<file path="config.mk">
export PLATFORM = sky130hd
export DESIGN_NAME = flash_ctrl_top
export DESIGN_NICKNAME = d
export VERILOG_FILES = /design/src/logic/flash_ctrl_pkg.sv /design/src/logic/flash_op_if.sv /design/src/logic/spi_byte_if.sv /design/src/logic/flash_cmd_decode.sv /design/src/logic/flash_seq_execute.sv /design/src/logic/spi_byte_shifter.sv /design/src/logic/flash_result.sv /design/src/logic/flash_ctrl_top.sv
export SDC_FILE = /design/constraint.sdc
export NUM_CORES = 1
export LEC_CHECK = 0
export ABC_CLOCK_PERIOD_IN_PS = 3890
export BUFFER_PORTS_ARGS = -buffer_cell sky130_fd_sc_hd__clkbuf_2
export CAP_MARGIN = 20
export CORE_UTILIZATION = 36
export DETAILED_ROUTE_END_ITERATION = 16
export PLACE_DENSITY_LB_ADDON = 0.3
export REMOVE_ABC_BUFFERS = 1
export SLEW_MARGIN = 20
export SYNTH_ARGS = -nofsm -noshare
export SYNTH_HDL_FRONTEND = slang
export SYNTH_SLANG_ARGS = --single-unit
</file>
<file path="constraint.sdc">
create_clock -name spi_master_done -period 3.89 [get_ports spi_master_done]
set_input_delay 0.1945 -clock spi_master_done [delete_from_list [all_inputs] [get_ports spi_master_done]]
set_output_delay 0.1945 -clock spi_master_done [all_outputs]
set_load 0.02 [all_outputs]
</file>
<file path="src/logic/flash_ctrl_pkg.sv">
/*
  Shared types and constants for the SPI NOR flash command controller.
  Imported by every RTL block and by the testbench.
*/

`default_nettype none

package flash_ctrl_pkg;

  // ##########################################################################
  // Basic payload types
  // ##########################################################################

  typedef logic [7:0]  byte_t;
  typedef logic [23:0] addr_t;
  // Data byte count, 0 to 256
  typedef logic [8:0]  count_t;

  // Supported commands, CMD_NONE when nothing is decoded
  typedef enum logic [2:0] {
    CMD_NONE,
    CMD_READ_ID,
    CMD_RDSR1,
    CMD_WREN,
    CMD_READ3,
    CMD_PP3
  } cmd_kind_t;

  // Data phase direction as seen from the controller
  typedef enum logic {
    DIR_READ,
    DIR_WRITE
  } dir_t;

  // ##########################################################################
  // Flash opcodes and sizes
  // ##########################################################################

  localparam byte_t OP_READ_ID = 8'h90;
  localparam byte_t OP_RDSR1   = 8'h05;
  localparam byte_t OP_WREN    = 8'h06;
  localparam byte_t OP_READ3   = 8'h03;
  localparam byte_t OP_PP3     = 8'h02;

  localparam int ADDR_BYTES  = 3;
  localparam int ID_BYTES    = 2;
  localparam int PAGE_BYTES  = 256;
  // SCK is clock/2, so 8 bits take 16 cycles
  localparam int BYTE_CYCLES = 16;
  localparam int BYTE_CYC_W  = $clog2(BYTE_CYCLES);

endpackage

`default_nettype wire

</file>
<file path="src/logic/flash_op_if.sv">
/*
  Decoded command handed from the request decoder to the sequencer.
  Payload holds steady from start until busy drops.
*/

`timescale 1ns/1ns
`default_nettype none

interface flash_op_if;
  import flash_ctrl_pkg::*;

  // One-cycle launch pulse
  logic      start;
  cmd_kind_t kind;
  byte_t     opcode;
  // Address bytes to send, 0 or 3
  logic [1:0] addr_len;
  addr_t     address;
  count_t    data_len;
  dir_t      dir;
  // Sequencer owns this level
  logic      busy;

  modport source (output start, kind, opcode, addr_len, address, data_len, dir,
                  input busy);
  modport sink   (input start, kind, opcode, addr_len, address, data_len, dir,
                  output busy);

endinterface

`default_nettype wire

</file>
<file path="src/logic/spi_byte_if.sv">
/*
  Byte-level link between the sequencer and the SPI shifter.
  The result block listens on the monitor modport.
*/

`timescale 1ns/1ns
`default_nettype none

interface spi_byte_if;
  import flash_ctrl_pkg::*;

  // Sequencer side
  logic  load;
  byte_t tx_byte;
  // Keep CS low after this byte
  logic  hold_cs;
  // Byte in flight belongs to the data phase
  logic  phase_data;

  // Shifter side
  logic  byte_done;
  byte_t rx_byte;
  logic  active;

  modport master  (output load, tx_byte, hold_cs, phase_data,
                   input byte_done, rx_byte, active);
  modport slave   (input load, tx_byte, hold_cs,
                   output byte_done, rx_byte, active);
  modport monitor (input byte_done, rx_byte, phase_data);

endinterface

`default_nettype wire

</file>
<file path="src/logic/flash_cmd_decode.sv">
/*
  Turns the level request inputs into one registered command description.
  Requests seen while the sequencer is busy are dropped.
*/

`timescale 1ns/1ns
`default_nettype none

module flash_cmd_decode (
  input  logic                    spi_master_done,
  input  logic                    reset_PP3_send_address_counter,
  input  logic                    read_id,
  input  logic                    rdsr1,
  input  logic                    wren,
  input  logic                    read3,
  input  logic                    pp3,
  input  flash_ctrl_pkg::addr_t   address,
  input  flash_ctrl_pkg::count_t  num_bytes,
  flash_op_if.source              op
);
  import flash_ctrl_pkg::*;

  logic       take;
  cmd_kind_t  kind_d;
  byte_t      opcode_d;
  logic [1:0] alen_d;
  addr_t      addr_d;
  count_t     len_d;
  dir_t       dir_d;
  count_t     len_clamped;

  // Accept only when idle and no launch already in flight
  assign take = (read_id | rdsr1 | wren | read3 | pp3) & ~op.busy & ~op.start;

  // Page limits, 1 to PAGE_BYTES
  assign len_clamped = (num_bytes == '0) ? count_t'(1) :
                       (num_bytes > count_t'(PAGE_BYTES)) ? count_t'(PAGE_BYTES) :
                       num_bytes;

  // Same priority as the old controller
  always_comb begin
    kind_d   = CMD_NONE;
    opcode_d = '0;
    alen_d   = '0;
    addr_d   = '0;
    len_d    = '0;
    dir_d    = DIR_READ;
    if (read_id) begin
      // Zero address then two ID bytes
      kind_d   = CMD_READ_ID;
      opcode_d = OP_READ_ID;
      alen_d   = 2'(ADDR_BYTES);
      len_d    = count_t'(ID_BYTES);
    end else if (rdsr1) begin
      kind_d   = CMD_RDSR1;
      opcode_d = OP_RDSR1;
      len_d    = count_t'(1);
    end else if (wren) begin
      // Opcode only
      kind_d   = CMD_WREN;
      opcode_d = OP_WREN;
    end else if (read3) begin
      kind_d   = CMD_READ3;
      opcode_d = OP_READ3;
      alen_d   = 2'(ADDR_BYTES);
      addr_d   = address;
      len_d    = len_clamped;
    end else if (pp3) begin
      kind_d   = CMD_PP3;
      opcode_d = OP_PP3;
      alen_d   = 2'(ADDR_BYTES);
      addr_d   = address;
      len_d    = len_clamped;
      dir_d    = DIR_WRITE;
    end
  end

  always_ff @(posedge spi_master_done or posedge reset_PP3_send_address_counter) begin
    if (reset_PP3_send_address_counter) begin
      op.start <= 1'b0;
      op.kind  <= CMD_NONE;
    end else begin
      op.start <= take;
      if (take) begin
        op.kind <= kind_d;
      end
    end
  end

  // Command payload, held until the next accepted request
  always_ff @(posedge spi_master_done) begin
    if (take) begin
      op.opcode   <= opcode_d;
      op.addr_len <= alen_d;
      op.address  <= addr_d;
      op.data_len <= len_d;
      op.dir      <= dir_d;
    end
  end

  // Handshake rule toward the sequencer
  a_start_idle : assert property (@(posedge spi_master_done)
    disable iff (reset_PP3_send_address_counter) op.start |-> !op.busy);

endmodule

`default_nettype wire

</file>
<file path="src/logic/flash_seq_execute.sv">
/*
  Command sequencer. Walks opcode, address and data phases one SPI byte at
  a time with one shared counter, and reloads the shifter on byte_done.
*/

`timescale 1ns/1ns
`default_nettype none

module flash_seq_execute (
  input  logic                       spi_master_done,
  input  logic                       reset_PP3_send_address_counter,
  input  flash_ctrl_pkg::byte_t      write_data,
  output logic                       write_taken,
  output logic                       cmd_end,
  output flash_ctrl_pkg::cmd_kind_t  kind,
  flash_op_if.sink                   op,
  spi_byte_if.master                 spi
);
  import flash_ctrl_pkg::*;

  // State names the next byte to load, ST_LAST waits for the final byte
  typedef enum logic [2:0] {ST_IDLE, ST_OPCODE, ST_ADDR, ST_DATA, ST_LAST} state_t;

  state_t state;
  count_t cnt;
  logic   kick;
  logic   final_byte;
  count_t addr_last;
  count_t data_last;

  assign addr_last = count_t'(op.addr_len) - count_t'(1);
  assign data_last = op.data_len - count_t'(1);

  // Is the byte about to be loaded the last one of the command
  always_comb begin
    case (state)
      ST_OPCODE: final_byte = (op.addr_len == '0) && (op.data_len == '0);
      ST_ADDR:   final_byte = (cnt == addr_last) && (op.data_len == '0);
      ST_DATA:   final_byte = (cnt == data_last);
      default:   final_byte = 1'b0;
    endcase
  end

  // Outgoing byte, address MSB first
  always_comb begin
    case (state)
      ST_OPCODE: spi.tx_byte = op.opcode;
      ST_ADDR: begin
        case (cnt[1:0])
          2'd0:    spi.tx_byte = op.address[23:16];
          2'd1:    spi.tx_byte = op.address[15:8];
          default: spi.tx_byte = op.address[7:0];
        endcase
      end
      // Dummy zeros clock in read data
      ST_DATA:   spi.tx_byte = (op.dir == DIR_WRITE) ? write_data : '0;
      default:   spi.tx_byte = '0;
    endcase
  end

  // First byte from kick, the rest chained on byte_done
  assign spi.load = kick | (spi.byte_done & (state != ST_LAST) & (state != ST_IDLE));
  assign spi.hold_cs = ~final_byte;
  assign write_taken = spi.load & (state == ST_DATA) & (op.dir == DIR_WRITE);
  assign cmd_end = spi.byte_done & (state == ST_LAST);
  assign op.busy = (state != ST_IDLE);
  assign kind = op.kind;

  always_ff @(posedge spi_master_done or posedge reset_PP3_send_address_counter) begin
    if (reset_PP3_send_address_counter) begin
      state          <= ST_IDLE;
      cnt            <= '0;
      kick           <= 1'b0;
      spi.phase_data <= 1'b0;
    end else begin
      kick <= 1'b0;
      if (state == ST_IDLE) begin
        if (op.start) begin
          state <= ST_OPCODE;
          cnt   <= '0;
          kick  <= 1'b1;
        end
      end else if (state == ST_LAST) begin
        if (spi.byte_done) begin
          state <= ST_IDLE;
        end
      end else if (spi.load) begin
        // Phase of the byte now in flight
        spi.phase_data <= (state == ST_DATA);
        cnt <= cnt + count_t'(1);
        if (final_byte) begin
          state <= ST_LAST;
        end else if (state == ST_OPCODE) begin
          state <= (op.addr_len != '0) ? ST_ADDR : ST_DATA;
          cnt   <= '0;
        end else if ((state == ST_ADDR) && (cnt == addr_last)) begin
          state <= ST_DATA;
          cnt   <= '0;
        end
      end
    end
  end

  // Shifter is only reloaded when free or finishing
  a_load_free : assert property (@(posedge spi_master_done)
    disable iff (reset_PP3_send_address_counter)
    (spi.load && spi.active) |-> spi.byte_done);

endmodule

`default_nettype wire

</file>
<file path="src/logic/spi_byte_shifter.sv">
/*
  SPI mode 0 byte engine, MSB first, SCK at half the clock.
  One byte takes BYTE_CYCLES cycles and CS stays low while hold_cs was set.
*/

`timescale 1ns/1ns
`default_nettype none

module spi_byte_shifter (
  input  logic       spi_master_done,
  input  logic       reset_PP3_send_address_counter,
  input  logic       flash_so,
  output logic       flash_sck,
  output logic       flash_cs_n,
  output logic       flash_si,
  spi_byte_if.slave  spi
);
  import flash_ctrl_pkg::*;

  logic [BYTE_CYC_W-1:0] cyc;
  logic                  active_q;
  logic                  hold_q;
  logic                  byte_end;
  byte_t                 tx_sh;
  byte_t                 rx_sh;

  // Last cycle of the byte, SCK is high here
  assign byte_end = active_q && (cyc == BYTE_CYC_W'(BYTE_CYCLES - 1));

  assign spi.byte_done = byte_end;
  assign spi.rx_byte   = rx_sh;
  assign spi.active    = active_q;
  assign flash_si      = active_q ? tx_sh[7] : 1'b0;

  // ##########################################################################
  // Control and pins
  // ##########################################################################

  always_ff @(posedge spi_master_done or posedge reset_PP3_send_address_counter) begin
    if (reset_PP3_send_address_counter) begin
      active_q   <= 1'b0;
      cyc        <= '0;
      hold_q     <= 1'b0;
      flash_sck  <= 1'b0;
      flash_cs_n <= 1'b1;
    end else if (spi.load) begin
      // New byte, SCK starts low for mode 0
      active_q   <= 1'b1;
      cyc        <= '0;
      hold_q     <= spi.hold_cs;
      flash_sck  <= 1'b0;
      flash_cs_n <= 1'b0;
    end else if (active_q) begin
      cyc       <= cyc + 1'b1;
      flash_sck <= ~flash_sck;
      if (byte_end) begin
        active_q <= 1'b0;
        if (!hold_q) begin
          flash_cs_n <= 1'b1;
        end
      end
    end
  end

  // ##########################################################################
  // Shift registers
  // ##########################################################################

  always_ff @(posedge spi_master_done) begin
    // SI moves on the falling SCK edge
    if (spi.load) begin
      tx_sh <= spi.tx_byte;
    end else if (active_q && flash_sck) begin
      tx_sh <= {tx_sh[6:0], 1'b0};
    end
    // SO sampled as SCK rises
    if (active_q && !flash_sck) begin
      rx_sh <= {rx_sh[6:0], flash_so};
    end
  end

  // Bus stays quiet while deselected
  a_sck_idle : assert property (@(posedge spi_master_done)
    disable iff (reset_PP3_send_address_counter) flash_cs_n |-> !flash_sck);

endmodule

`default_nettype wire

</file>
<file path="src/logic/flash_result.sv">
/*
  Collects returned bytes and the status register value, and turns the
  sequencer's end-of-command strobe into the done pulse.
*/

`timescale 1ns/1ns
`default_nettype none

module flash_result (
  input  logic                       spi_master_done,
  input  logic                       reset_PP3_send_address_counter,
  input  logic                       cmd_end,
  input  flash_ctrl_pkg::cmd_kind_t  kind,
  output flash_ctrl_pkg::byte_t      read_data,
  output flash_ctrl_pkg::byte_t      status,
  output logic                       read_valid,
  output logic                       done,
  spi_byte_if.monitor                spi
);
  import flash_ctrl_pkg::*;

  logic rd_kind;
  logic rx_take;

  // Commands that return data
  assign rd_kind = (kind == CMD_READ_ID) || (kind == CMD_RDSR1) || (kind == CMD_READ3);
  // Received data byte, not opcode or address
  assign rx_take = spi.byte_done && spi.phase_data && rd_kind;

  always_ff @(posedge spi_master_done or posedge reset_PP3_send_address_counter) begin
    if (reset_PP3_send_address_counter) begin
      read_valid <= 1'b0;
      done       <= 1'b0;
      status     <= '0;
    end else begin
      read_valid <= rx_take;
      done       <= cmd_end;
      // Last status seen
      if (rx_take && (kind == CMD_RDSR1)) begin
        status <= spi.rx_byte;
      end
    end
  end

  always_ff @(posedge spi_master_done) begin
    if (rx_take) begin
      read_data <= spi.rx_byte;
    end
  end

endmodule

`default_nettype wire

</file>
<file path="src/logic/flash_ctrl_top.sv">
/*
  Top of the SPI NOR flash command controller.
  Request pins in, SPI pins and read results out.
*/

`timescale 1ns/1ns
`default_nettype none

module flash_ctrl_top (
  input  logic                    spi_master_done,
  input  logic                    reset_PP3_send_address_counter,
  input  logic                    read_id,
  input  logic                    rdsr1,
  input  logic                    wren,
  input  logic                    read3,
  input  logic                    pp3,
  input  flash_ctrl_pkg::addr_t   address,
  input  flash_ctrl_pkg::count_t  num_bytes,
  input  flash_ctrl_pkg::byte_t   write_data,
  output logic                    write_taken,
  output flash_ctrl_pkg::byte_t   read_data,
  output logic                    read_valid,
  output flash_ctrl_pkg::byte_t   status,
  output logic                    done,
  output logic                    busy,
  output logic                    flash_sck,
  output logic                    flash_cs_n,
  output logic                    flash_si,
  input  logic                    flash_so
);
  import flash_ctrl_pkg::*;

  cmd_kind_t kind;
  logic      cmd_end;

  flash_op_if op_bus ();
  spi_byte_if spi_bus ();

  assign busy = op_bus.busy;

  // Request decode
  flash_cmd_decode flash_cmd_decode_i (
    .spi_master_done, .reset_PP3_send_address_counter,
    .read_id, .rdsr1, .wren, .read3, .pp3, .address, .num_bytes,
    .op (op_bus.source)
  );

  // Phase sequencer
  flash_seq_execute flash_seq_execute_i (
    .spi_master_done, .reset_PP3_send_address_counter,
    .write_data, .write_taken, .cmd_end, .kind,
    .op (op_bus.sink), .spi (spi_bus.master)
  );

  // SPI pins
  spi_byte_shifter spi_byte_shifter_i (
    .spi_master_done, .reset_PP3_send_address_counter,
    .flash_so, .flash_sck, .flash_cs_n, .flash_si,
    .spi (spi_bus.slave)
  );

  flash_result flash_result_i (
    .spi_master_done, .reset_PP3_send_address_counter,
    .cmd_end, .kind, .read_data, .status, .read_valid, .done,
    .spi (spi_bus.monitor)
  );

endmodule

`default_nettype wire

</file>
# Word level (Yosys, flattened, before mapping)
# Index checks and enable logic that the tools add are counted.
[totals]
ff_bits = 104
out_inout_bits = 23
inputBits = 49
[op_classes]
n_lt_le_gt_ge = 1
n_eq_ne = 16
n_bitwise = 18
n_mux = 58
n_reduce_logical = 32
add_sub_neg = 4
[ops]
columns = ["operator", "n"]
rows = [
  ["$mux 9", 11],
  ["$mux 24", 2],
  ["$mux 8", 6],
  ["$mux 3", 13],
  ["$pmux 8 s3", 1],
  ["$eq 9x9->1", 2],
  ["$logic_not 9->1", 2],
  ["$pmux 8 s2", 1],
  ["$mux 1", 14],
  ["$mux 2", 7],
  ["$reduce_bool 2->1", 5],
  ["$add 9x1->9 const B", 1],
  ["$eq 3x2->1 const B", 3],
  ["$gt 9x9->1 const B", 1],
  ["$logic_and 1x1->1", 9],
  ["$reduce_and 3->1", 3],
  ["$sub 9x1->9 const B", 1],
  ["$mux 4", 2],
  ["$and 1x1->1", 7],
  ["$eq 3x1->1 const B", 2],
  ["$eq 3x3->1 const B", 2],
  ["$ne 2x2->1 const B", 3],
  ["$not 1->1", 6],
  ["$reduce_bool 3->1", 2],
  ["other kinds (17)", 23],
]

# Depth between registers and ports, before layout
# Gate-level depths: netlist (run 1).
[logic_depth]
word_depth = 9
depth_mapped = 8
depth_no_buf = 7

# By module
# Synthesis (run 1) repeated with hierarchy kept, for this count alone.
[unflattened]
cells_unflattened = 426
area_unflattened_um2 = 4993.5
[by_module_without_submodules]
columns = ["mod", "area_each_um2", "seq_area_each_um2", "n_inst", "cells_per_inst"]
rows = [
  ["flash_cmd_decode", 1709.1, 1271.2, 1, 109],
  ["flash_seq_execute", 1645.3, 350.3, 1, 223],
  ["spi_byte_shifter", 1004.7, 681.9, 1, 61],
  ["flash_result", 634.4, 490.5, 1, 33],
]

# Least setup slack after synthesis (run 1)
# OpenSTA, ideal clock, no wires.
[synth_timing]
kind = "register to register"
from = "register flash_seq_execute_i.state[0]"
to = "register flash_cmd_decode_i.op.kind[1]"
stages_incl_launch_ff = 5
setup_ps = 125
slack_ps = 506
arrival_ps = 3259
required_ps = 3765
cell_sequence = "dfrtp_1 > buf_4 > or3_1 > a211oi_2 > mux2_2"
[synth_via]
elab_chain_cells = 4
[synth_rtl]
columns = ["item", "line_no", "rtl"]
rows = [
  ["start: declaration", "flash_seq_execute.sv:24", "state_t state;"],
  ["start signal: assignment", "flash_seq_execute.sv:94", "state <= (op.addr_len != '0) ? ST_ADDR : ST_DATA;"],
  ["$reduce_bool 3->1", "flash_seq_execute.sv:66", "assign op.busy = (state != ST_IDLE);"],
  ["named net busy", "flash_ctrl_top.sv:25", "output logic busy,"],
  ["$not 1->1", "flash_cmd_decode.sv:33", "assign take = (read_id | rdsr1 | wren | read3 | pp3) & ~op.busy & ~op.start;"],
  ["$and 1x1->1 (2 in a row)", "flash_cmd_decode.sv:33", ""],
  ["named net flash_cmd_decode_i.take", "flash_cmd_decode.sv:23", "logic take;"],
  ["end signal: assignment", "flash_cmd_decode.sv:85", "op.kind <= kind_d;"],
  ["end: declaration", "flash_op_if.sv:24", "modport source (output start, kind, opcode, addr_len, address, data_len, dir,"],
]
# The timed path passes the listed nets, and every way through them passes these cells.
# A chain may end at the register's enable or synchronous reset.

# Worst setup path in the final report (run 1)
[layout_timing]
from = "register flash_seq_execute_i.state[1]"
to = "register flash_cmd_decode_i.op.address[9] (enable)"
[layout_via]
elab_chain_cells = 4
[layout_rtl]
columns = ["item", "line_no", "rtl"]
rows = [
  ["$reduce_bool 3->1", "flash_seq_execute.sv:66", ""],
  ["$not 1->1", "flash_cmd_decode.sv:33", ""],
  ["$and 1x1->1 (2 in a row)", "flash_cmd_decode.sv:33", ""],
  ["named net flash_cmd_decode_i.take", "flash_cmd_decode.sv:23", ""],
  ["end signal: assignment", "flash_cmd_decode.sv:95", "op.address <= addr_d;"],
  ["end: declaration", "flash_op_if.sv:24", ""],
]
# The timed path passes the listed nets, and every way through them passes these cells.

==> summary by stage, run 1 <==
Synth
Yosys printed 0 warnings. The largest total area in the synthesized netlist belongs to sky130_fd_sc_hd__edfxtp_1. By count the netlist is led by sky130_fd_sc_hd__edfxtp_1, sky130_fd_sc_hd__and2_1, sky130_fd_sc_hd__dfrtp_1, sky130_fd_sc_hd__nor2_1, sky130_fd_sc_hd__nand2_1. The count of flip-flops with a built-in enable after synthesis is 63. The share of the Yosys chip area taken by registers is 0.5879.

The cell count after synthesis is 406. In the post-synthesis netlist, the biggest area contributors are sky130_fd_sc_hd__edfxtp_1, sky130_fd_sc_hd__dfrtp_1, sky130_fd_sc_hd__and2_1. Of the post-synthesis cell area, the dominant cell type holds 0.3981.

Synthesis inferred 99 register bits. The most common cell in the synthesized netlist is sky130_fd_sc_hd__edfxtp_1. The share of flip-flops with an asynchronous set or reset after synthesis is 0.3636.

After synthesis, the mean cell area works out to 11.70 sq um. The netlist area before placement is 4752 sq um. The most used flip-flop cell after synthesis is sky130_fd_sc_hd__edfxtp_1. The number of different library cells in the post-synthesis netlist is 65.

GRT
The overflow left after global routing is 0. The global-route total usage across every layer is 0.1601. The first-pass GRT wire length is 16.42 mm.

Entering global routing, the biggest net connects 37 pins. The number of global-route vias before repair is 3,282. The number of antenna violations at the first check in global routing is 0.

Power
The power density over the cells is 531.7 nW/um^2. The net switching component of the power is 938.6 uW. The reported leakage power is 0.002270 uW. Power comes to 2948 uW.

Of the total power, the share spent switching nets is 0.3184. Across the VDD grid, the largest voltage drop is 0.2307 mV. The share of total power in sequential cells is 0.499. The cell internal power dissipation is 2009 uW. The fraction of power consumed by the clock network is 0.296. The part of the total power dissipated in combinational logic is 0.206.

Drt
In the routed layout, each cell is associated on average with a via count of 5.210. The detailed-route via count is 3,376. After detailed routing, the average wire length per cell comes to 15.40 um. The DRC violation total after the first TritonRoute iteration is 202. For this run, design rule violations remaining after detail routing come to 0.

The post-detailed-routing wire length is 9.977 mm. The residual antenna-violating net count after detailed routing is 0. The first detailed-routing pass took 4 iterations.

Floorplanning
From left edge to right edge, the die measures 116.9 um. The core region is 12,720 sq um. The height of the die is 116.9 um. The die covers 13,660 sq um.

In this run the core area contains 41 standard-cell rows. The effective utilization at floorplan is 0.3735. The top-level port count is 72.

Flow run
The max-capacitance violation count is 0.

STA
The total setup violations reported at the end of the flow is 0. In the finished design, the share of the clock period the worst path needs comes to 0.6442. The final critical delay including setup and external delays is 2.506 ns. The count of final hold-check violations is 0. Headroom to the max-slew limit came out at 0.4306.

Setup repair after global routing left no endpoint under its margin. The tightest hold path in the finished design has a slack of 0.01026 ns. For this run, the top clock speed supported by timing is 399.1 MHz. The max-slew violation count is 0. At the pin with the least slew margin, the transition time is 0.8541 ns.

The maximum clock skew at final layout is 0.01081 ns. After routing, the total negative slack on setup checks comes to 0 ns.

Setup path
The type of destination of the critical path is a flop. The worst setup path is launched from a flop. The category of the most critical setup path is flop to flop. The maximum net fanout on the critical path is 23. Data on the critical path arrives at its endpoint at 2.54 ns. At the worst endpoint, the required time is 3.92 ns.

Final layout
After the last flow step, the layout net total stands at 525. The antenna diode count is 0. The area added between synthesis and finish is 16.67%. In the final layout, the share of cells above drive strength 1 is 0.2311.

Place
Once detailed placement completed, the half-perimeter wirelength came to 7.312 mm. In this run the tool buffered the top-level ports with 71 buffer cells. Routability-driven placement finished with a final weighted congestion of 0.8064.

Clock network
The CTS tree is done. The master cell of the clock root buffer is sky130_fd_sc_hd__clkbuf_16. The clock net sink count is 99. The source-to-sink clock delay at the later pin of the worst-skew pair is 0.35 ns.

Clock-pin slew was measured on the worst setup and hold paths at 0.07 ns. The H-tree depth is 3. The clock passes through at most 2 buffers.

The number of buffers inserted during clock tree synthesis is 9.

Min path
The tightest min-delay check is of the primary input to flop type.

Run status
The flow ran to the end, and the final reports show no timing, DRC or antenna violations.
metal layers:
metal | share of wire | global-route usage | up-vias
met1 | 0.47 | 0.2130 | 1642
met3 | 0.044 | 0.03553 | 17
met2 | 0.46 | 0.2505 | 83
met4 | 0.025 | 0.07342 | 0
met5 | 0 | 0 | -
li1 | - | - | 1634
metrics by stage:
step	std cells	cell area [sq um]	setup slack (ns)	util
after floorplan	385	4638	0.5155	-
after global placement	631	5239	1.438	0.4118
after detailed placement	631	5239	1.378	0.4118
after CTS	648	5542	1.364	0.4356
after global routing	648	5544	1.144	0.4358
final	648	5544	1.384	0.4358
state kept, by name, summed over array words and instances, names as in the netlist, 3 cells and up:
name                            cells
spi_byte_shifter_i.tx_sh            8
flash_result_i.read_data            8
spi_byte_shifter_i.spi.rx_byte      8
flash_seq_execute_i.cnt             9
flash_cmd_decode_i.op.kind          3
flash_cmd_decode_i.op.address      24
flash_result_i.status               8
flash_cmd_decode_i.op.opcode        4
flash_cmd_decode_i.op.data_len      9
spi_byte_shifter_i.cyc              4
flash_seq_execute_i.state           3
logic make-up after synthesis:
group / share of synthesized area
muxes: 0.02343
xor gates and xnor gates: 0.02949
and+or+nand+nor: 0.1801
AOI/OAI and AO/OA: 0.1324
DFF: 0.5879
adders and majority gates: 0.01316
buffers and inverters: 0.03344
path summary, 6_finish.rpt:
| path | start | depth (start not counted) | slack [ns] | end |
|---|---|---|---|---|
| max in group asynchronous | reset_PP3_send_address_counter | 4 | 3.05 | spi_byte_shifter_i.flash_cs_n |
| worst min register to register | spi_byte_shifter_i.spi.rx_byte[7] | 0 | 0.46 | flash_result_i.read_data[7] |
| min in group asynchronous | reset_PP3_send_address_counter | 4 | 0.48 | spi_byte_shifter_i.cyc[1] |
| worst min-delay path | flash_so | 1 | 0.01 | spi_byte_shifter_i.spi.rx_byte[0] |
| worst max-delay path | flash_seq_execute_i.state[1] | 4 | 1.38 | flash_cmd_decode_i.op.address[9] |
| worst max register to register | flash_seq_execute_i.state[1] | 4 | 1.38 | flash_cmd_decode_i.op.address[9] |
critical path, cell delays in order (launching register included):
cell	delay [ns]
sky130_fd_sc_hd__dfrtp_1	0.55
sky130_fd_sc_hd__or3_1	0.50
sky130_fd_sc_hd__a211oi_4	0.51
sky130_fd_sc_hd__buf_4	0.29
sky130_fd_sc_hd__buf_4	0.32
layout by cell type, fill, tap and decap left out, types with 6 or more instances in the layout:
master / instances
sky130_fd_sc_hd__a22o_1: 9
sky130_fd_sc_hd__nand2_1: 26
sky130_fd_sc_hd__nand3_1: 14
sky130_fd_sc_hd__mux2_2: 9
sky130_fd_sc_hd__clkbuf_16: 9
sky130_fd_sc_hd__nor2_1: 27
sky130_fd_sc_hd__and2_1: 35
sky130_fd_sc_hd__dfrtp_1: 35
sky130_fd_sc_hd__xor2_1: 8
sky130_fd_sc_hd__and3_1: 10
sky130_fd_sc_hd__nor3_1: 7
sky130_fd_sc_hd__edfxtp_1: 63
sky130_fd_sc_hd__nand4_1: 6
sky130_fd_sc_hd__o21ai_0: 9
sky130_fd_sc_hd__clkbuf_2: 71
sky130_fd_sc_hd__xnor2_1: 8
sky130_fd_sc_hd__a21oi_1: 22
sky130_fd_sc_hd__inv_1: 12
repair_timing:
| action | CTS | global route |
|---|---|---|
| hold buffers | 1 | 0 |
| hold endpoints to repair | 35 | 0 |
| buffers inserted | 0 | 0 |
| gates resized for setup | 0 | 0 |
power groups by stage:
stage                     clock network [uW]  logic (uW)  registers (uW)
after floorplan                            0         422            1450
after global placement                     0         602            1480
after detailed placement                   0         612            1490
after CTS                                890         616            1470
after global routing                     936         697            1500
final                                    872         606            1470
layout make-up:
class                   instances  area (sq um)
clock buffers                   9         225.2
clock inverters                 7         67.56
fillers                      1213          7178
inverters                      12         45.04
multi-input cells             274          1809
flip-flops and latches         99          2794
well taps                     172         215.2
repair buffers                 75         387.9
Note: power is estimated with default switching activity, not from simulation.
==> run 2: changes to the inputs <==
--- a/config.mk
+++ b/config.mk
@@ -5,7 +5,7 @@
 export SDC_FILE = /design/constraint.sdc
 export NUM_CORES = 1
 export LEC_CHECK = 0
-export ABC_CLOCK_PERIOD_IN_PS = 3890
+export ABC_CLOCK_PERIOD_IN_PS = 2430
 export BUFFER_PORTS_ARGS = -buffer_cell sky130_fd_sc_hd__clkbuf_2
 export CAP_MARGIN = 20
 export CORE_UTILIZATION = 36
==> constraint.sdc (replaced) <==
create_clock -name spi_master_done -period 2.43 [get_ports spi_master_done]
set_input_delay 0.1215 -clock spi_master_done [delete_from_list [all_inputs] [get_ports spi_master_done]]
set_output_delay 0.1215 -clock spi_master_done [all_outputs]
set_load 0.02 [all_outputs]
==> run 2 against run 1 <==
Clock-buffer cell count increased by 2. Hold slack improved by 0.039 ns. Sequential share of layout area decreased by 0.90 points. Die area unchanged. Maximum frequency increased by 16%. Clock skew decreased by 0.0041 ns.
==> summary by stage, run 2 (same netlist as run 1, synthesis figures left out) <==
Run status
The flow ran to the end, and the final reports show no timing, DRC or antenna violations.

Setup path
The type of destination of the critical path is a flop. Data on the critical path arrives at its endpoint at 2.40 ns. The data required time at the worst endpoint is 2.68 ns. The signal on the critical path passes through inv_1, ha_1, nor3b_2, o2111ai_1, a21oi_2, nand2_2, o221ai_1. The category of the most critical setup path is flop to flop.

The gate family responsible for the most delay along the worst path is compound AO/OA/AOI/OAI gates. In this run the worst path has a maximum fanout of 8. The critical path startpoint category is a flop. In this design, the stage delay of the slowest critical-path cell is 0.42 ns. The slowest stage cell on the critical path is sky130_fd_sc_hd__edfxtp_1.

Together, buffers and inverters on the worst path number 1.

Drt
The first TritonRoute pass finished after 5 iterations. After detailed routing, the met3 layer carries 412 um of wire. The DRC violation total after the first TritonRoute iteration is 191. The met1 wire length is 4.801 mm. The met2 wirelength from detailed routing is 4.609 mm. After detailed routing, no signal wire sits above met4. The detail-routed net length per standard cell is 15.15 um.

The residual antenna-violating net count after detailed routing is 0. The via count normalized by instance count is 5.112. For this block, the routed nets add up to 9.998 mm of wire.

The routed layout has 3,374 vias. The DRC violation count after routing is 0.

Final layout
The number of fill cells is 1,250. For this run, the number of standard cells in the final layout without fillers is 660. Leaving out fill and tap cells, the most frequent cell in the layout is sky130_fd_sc_hd__clkbuf_2.

The largest registers in the layout are flash_cmd_decode_i.op.address x24, flash_cmd_decode_i.op.data_len x9, flash_seq_execute_i.cnt x9. The proportion of layout cells with a drive suffix above 1 is 0.2459. The antenna diode count is 0. Leaving out fill and tap cells, the most frequent cells in the layout are sky130_fd_sc_hd__clkbuf_2, sky130_fd_sc_hd__edfxtp_1, sky130_fd_sc_hd__and2_1, sky130_fd_sc_hd__dfrtp_1, sky130_fd_sc_hd__nor2_1. The largest register by flop count is flash_cmd_decode_i.op.address. The register with the most flip-flops in the layout has 24 of them. The net count of the finished layout is 537. The area added between synthesis and finish is 18.80%.

GRT
The number of global-route vias before repair is 3,473. In the global route stage, overall resource usage came out at 0.1604. The number of antenna violations at the first check in global routing is 0.

The first global-routing pass estimated 16.70 mm of wire. Summed over all layers, the global routing overflow is 0. The largest net degree at the start of global routing is 37.

STA
The setup TNS is 0 ns. The maximum clock frequency is 464.8 MHz. The total setup violations reported at the end of the flow is 0.

The count of final hold-check violations came to 0. The max-slew violation count was 0. Dividing the final minimum period by the clock period gives 0.8854. For the pin with the worst max-slew slack, the measured transition is 0.7258 ns. Final hold analysis gives a worst-case slack of 0.04966 ns. The clock period could shrink to 2.152 ns.

The normalized max-slew margin is 0.5156. Setup repair after global routing left no endpoint under its margin. The maximum clock skew at final layout is 0.006710 ns.

Place
Input and output buffers added on the ports amount to 71. The half-perimeter wire length after placement is 7.327 mm. The weighted congestion reported at the end of routability-driven placement is 0.8026. Counting tap cells, the placed design contains a total of 642 instances.

Floorplanning
The area inside the core boundary is 12,720 sq um. The top-level port count is 72. The number of placement rows is 41. The effective utilization at floorplan is 0.3735. The horizontal die dimension is 116.9 um.

The die is 116.9 um tall. The area of the die is 13,660 sq um.

Clock network
For the worst-skew pair, the clock arrives at the later sink with an insertion delay of 0.34 ns. The CTS tree is done. The longest clock path from root to sink contains 2 buffers. The clock transition at the register clock pins on the worst setup and hold paths after CTS is 0.07 ns. Counting every sink on the clock net gives 99. The master cell of the clock root buffer is sky130_fd_sc_hd__clkbuf_16.

Gates resized during post-CTS repair numbered 0. The number of buffers inserted during clock tree synthesis is 9. The H-tree depth is 3.

Min path
The path class of the tightest hold or removal check is primary input to flop.

Flow run
The tool flagged a number of max-cap violations equal to 0.

Power
For this design the ratio of total power to cell area is 845.8 nW/um^2. The reported leakage power is 0.002322 uW. VDD sags by at most 0.4031 mV.
-- run 2: what timing repair did --
action | 4_1_cts | 5_1_grt
hold endpoints to repair | 36 | 0
hold buffers | 2 | 0
setup buffers | 0 | 0
-- run 2: path summary, 6_finish.rpt --
kind,startpoint,to,slack [ns],depth (start not counted)
worst max register to register,flash_cmd_decode_i.op.data_len[0],flash_seq_execute_i.cnt[2],0.28,7
worst max-delay path,flash_cmd_decode_i.op.data_len[0],flash_seq_execute_i.cnt[2],0.28,7
min in group asynchronous,reset_PP3_send_address_counter,flash_seq_execute_i.cnt[1],0.41,4
worst min-delay path,address[14],flash_cmd_decode_i.op.address[14],0.05,2
worst min register to register,spi_byte_shifter_i.spi.rx_byte[7],flash_result_i.read_data[7],0.45,0
max in group asynchronous,reset_PP3_send_address_counter,spi_byte_shifter_i.flash_cs_n,1.65,4
-- run 2: report_power, final --
part / internal [uW] / switching (uW)
Sequential: 2100 / 222
Clock: 739 / 643
Combinational: 451 / 618
-- run 2: cell type report --
type / instances / area (sq um) / share of cell area
Clock buffer: 11 / 242.7 / 0.04300
Clock inverter: 5 / 46.29 / 0.008200
Inverter: 12 / 45.04 / 0.007979
Multi-Input combinational cell: 274 / 1809 / 0.3205
Sequential cell: 99 / 2794 / 0.4949
Tap cell: 172 / 215.2 / 0.03812
Timing Repair Buffer: 87 / 493.0 / 0.08732
-- run 2: per-layer routing --
layer	GRT usage	vias up
met4	0.06160	0
met1	0.2071	1611
met2	0.2611	89
met3	0.03913	12
li1	-	1662
met5	0	-
-- run 2: through the flow --
step | cell area [sq um] | util | setup slack [ns] | power, uW
finish | 5645 | 0.4437 | 0.2785 | 4775
global route | 5645 | 0.4437 | 0.04245 | 5031
CTS | 5643 | 0.4435 | 0.2873 | 4821
detailed placement | 5334 | 0.4193 | 0.2959 | 3429
global placement | 5334 | 0.4193 | 0.3687 | 3395
floorplan | 4638 | - | -0.9445 | 3002
==> run 3: changes to the inputs <==
--- a/config.mk
+++ b/config.mk
@@ -11,7 +11,7 @@
 export CORE_UTILIZATION = 36
 export DETAILED_ROUTE_END_ITERATION = 16
 export PLACE_DENSITY_LB_ADDON = 0.3
-export REMOVE_ABC_BUFFERS = 1
+export SKIP_LAST_GASP = 1
 export SLEW_MARGIN = 20
 export SYNTH_ARGS = -nofsm -noshare
 export SYNTH_HDL_FRONTEND = slang
==> run 3 against run 2 <==
Sequential share of layout area fell by 0.14 points. Core utilization rose by 0.13 points. Maximum frequency fell by 1.8%. First-iteration DRC count rose by 27%. Die area did not move. Hold slack got worse by 0.0033 ns. Sequential cell count did not move. Combinational power fell by 5%. Clock power barely moved. Critical path type unchanged. Cell area rose by 0.29%. Sequential power barely moved.
==> summary by stage, run 3 (same netlist as run 1, synthesis figures left out) <==
Place
Detailed placement ended at an HPWL of 7.466 mm. Port buffering added 71 buffers. The total instance count after detailed placement is 639. Routability-driven placement finished with a final weighted congestion of 0.8229. The worst-case setup slack after placement is 0.2372 ns.

GRT
The met1 global-route usage is 0.2079. In the global route stage, overall resource usage came out at 0.1574. For this run, global-route usage on met2 was measured as 0.2540.

The global routing's busiest layer is met2. The number of antenna violations at the first check in global routing is 0. The overflow left after global routing is 0. The number of global-route vias before repair is 3,270. In the global route stage, met3 resource usage came out at 0.03450. Entering global routing, the biggest net connects 25 pins. The first global-routing pass estimated 16.19 mm of wire.

Setup path
The type of destination of the critical path is a flop. For flop-to-flop paths, the worst setup slack is 0.24 ns. The depth of the worst register-to-register path is 7. The startpoint identified for the worst register-to-register timing path is flash_cmd_decode_i.op.data_len[0]. The worst setup path is of the flop to flop kind. The data required time at the worst endpoint is 2.69 ns.

Data arrives at the worst endpoint at 2.45 ns. The critical path startpoint category is a flop. In this run the worst path has a maximum fanout of 8. The worst register-to-register path ends at flash_seq_execute_i.cnt[7].

Synth
The number of nets handed over by synthesis was 460.

Final layout
In the final layout, the multi-input gates occupy 1812 sq um. The register with the most flip-flops in the layout has 24 of them. The largest register by flop count is flash_cmd_decode_i.op.address. Counting the fill cells in the layout gives 1,239. The post-layout instance count excluding filler cells is 657.

For this run, the post-layout net count is 534. The number of antenna diodes in the final layout is 0. The library cell used most frequently in the layout, excluding fill and tap cells, is sky130_fd_sc_hd__clkbuf_2.

From synthesis to final layout, the design area changed by 19.14%. In the final layout, the registers with the most flip-flops are flash_cmd_decode_i.op.address x24, flash_cmd_decode_i.op.data_len x9, flash_seq_execute_i.cnt x9. Summing all flip-flop and latch instances after layout gives 2794 sq um. The top cell types in the final layout, fill and taps aside, are sky130_fd_sc_hd__clkbuf_2, sky130_fd_sc_hd__edfxtp_1, sky130_fd_sc_hd__and2_1, sky130_fd_sc_hd__dfrtp_1, sky130_fd_sc_hd__nor2_1. In the final layout, the share of cells above drive strength 1 is 0.2412.

Clock network
The clock tree synthesis step divided the H-tree into 3 levels. The CTS tree is done. The longest clock path from root to sink contains 2 buffers. In this run, post-CTS repair resized a total of 0 instances. The root buffer cell chosen for the clock tree is sky130_fd_sc_hd__clkbuf_16.

Counting the buffers created by CTS gives 9. The clock transition at the register clock pins on the worst setup and hold paths after CTS is 0.07 ns. The clock net sink count is 99. The source-to-sink clock delay at the later pin of the worst-skew pair is 0.35 ns.

Run status
The flow ran to the end, and the final reports show no timing, DRC or antenna violations.

Floorplanning
For this configuration, the core starts out at a cell density of 0.3735. The number of placement rows is 41. The horizontal die dimension is 116.9 um. The die covers 13,660 sq um.

The area inside the core boundary is 12,720 sq um. For this design the top-level I/O count stands at 72. The die is 116.9 um tall.

Drt
The detail-routed net length per standard cell is 14.88 um. The number of search-and-repair iterations in the first detailed-routing pass is 4. The DRC violation total after the first TritonRoute iteration is 243. For this block, the via count after detailed routing is 3,325. After detailed routing, the total wire length is 9.776 mm. After detailed routing, the number of remaining DRC violations is 0. The residual antenna-violating net count after detailed routing is 0.

The via count normalized by instance count is 5.061.

Flow run
The tool flagged a number of max-cap violations equal to 0.

Power
IR analysis of the VDD net gives a maximum drop of 0.3533 mV. The reported leakage power is 0.002328 uW. The power density over the cells is 842.0 nW/um^2.

STA
The max-slew violation count came to 0. Of the available clock period, the critical path in the final layout requires 0.9014. The count of final hold-check violations is 0.

The normalized max-slew margin is 0.4349. Setup repair after global routing left no endpoint under its margin. The transition time at the pin with the least slew margin is 0.8468 ns. The post-layout worst setup margin is 0.2397 ns. The total setup violations reported at the end of the flow is 0.

Between clock sinks in the finished design, the worst skew comes to 0.008182 ns. The routed design could run at a clock period as short as 2.190 ns. The tightest hold path in the finished design has a slack of 0.04639 ns. The maximum clock frequency is 456.6 MHz.

Min path
The path type of the worst min-delay path is primary input to flop. The hold path endpoint is flash_cmd_decode_i.op.address[14]. The worst hold path begins at address[14]. The worst hold path passes through 2 cells.
run 3: what timing repair did:
item | in CTS | in global routing
setup buffers | 0 | 0
endpoints found under the hold margin | 20 | 0
hold buffers | 2 | 0
run 3: cell type report:
class                           instances  area share
Clock buffer                           11     0.04486
Clock inverter                          5    0.008177
Inverter                               12    0.007956
Multi-Input combinational cell        274      0.3200
Sequential cell                        99      0.4935
Tap cell                              172     0.03801
Timing Repair Buffer                   84     0.08751
run 3: metal layers:
metal  vias up  part of all wire
met5         -                 0
met2        79              0.47
met1      1583              0.48
met4         0             0.014
met3         8             0.035
li1       1655                 -
run 3: metrics by stage:
| stage | total power [uW] | instance area [sq um] | setup TNS (ns) | utilization |
|---|---|---|---|---|
| floorplan | 3040 | 4768 | -3.984 | - |
| global placement | 3359 | 5341 | 0 | 0.4198 |
| detailed placement | 3394 | 5341 | 0 | 0.4198 |
| CTS | 4813 | 5662 | 0 | 0.4450 |
| global route | 5048 | 5662 | 0 | 0.4450 |
| finish | 4767 | 5662 | 0 | 0.4450 |
run 3: power by group:
group	switching, uW	internal, uW
registers	234	2100
logic	591	428
clock network	637	777
run 3: critical path, stage by stage, from the launching register on:
cell and delay (ns):
sky130_fd_sc_hd__edfxtp_1 0.42, sky130_fd_sc_hd__inv_1 0.08, sky130_fd_sc_hd__ha_1 0.17, sky130_fd_sc_hd__nor3b_2 0.42, sky130_fd_sc_hd__o2111ai_1 0.26, sky130_fd_sc_hd__a21oi_2 0.38, sky130_fd_sc_hd__nand2_2 0.17, sky130_fd_sc_hd__o211ai_1 0.21
run 3: worst max-delay path by stage:
stage	from	endpoint	slack [ns]
2_1_floorplan	flash_seq_execute_i.state[0]	flash_cmd_decode_i.op.kind[1]	-0.24
3_3_place_gp	flash_cmd_decode_i.op.data_len[0]	flash_seq_execute_i.cnt[7]	0.38
3_5_place_dp	flash_cmd_decode_i.op.data_len[0]	flash_seq_execute_i.cnt[7]	0.24
4_1_cts	flash_cmd_decode_i.op.data_len[0]	flash_seq_execute_i.cnt[7]	0.25
5_1_grt	flash_cmd_decode_i.op.data_len[0]	flash_seq_execute_i.cnt[7]	0.07
6_report	flash_cmd_decode_i.op.data_len[0]	flash_seq_execute_i.cnt[7]	0.24
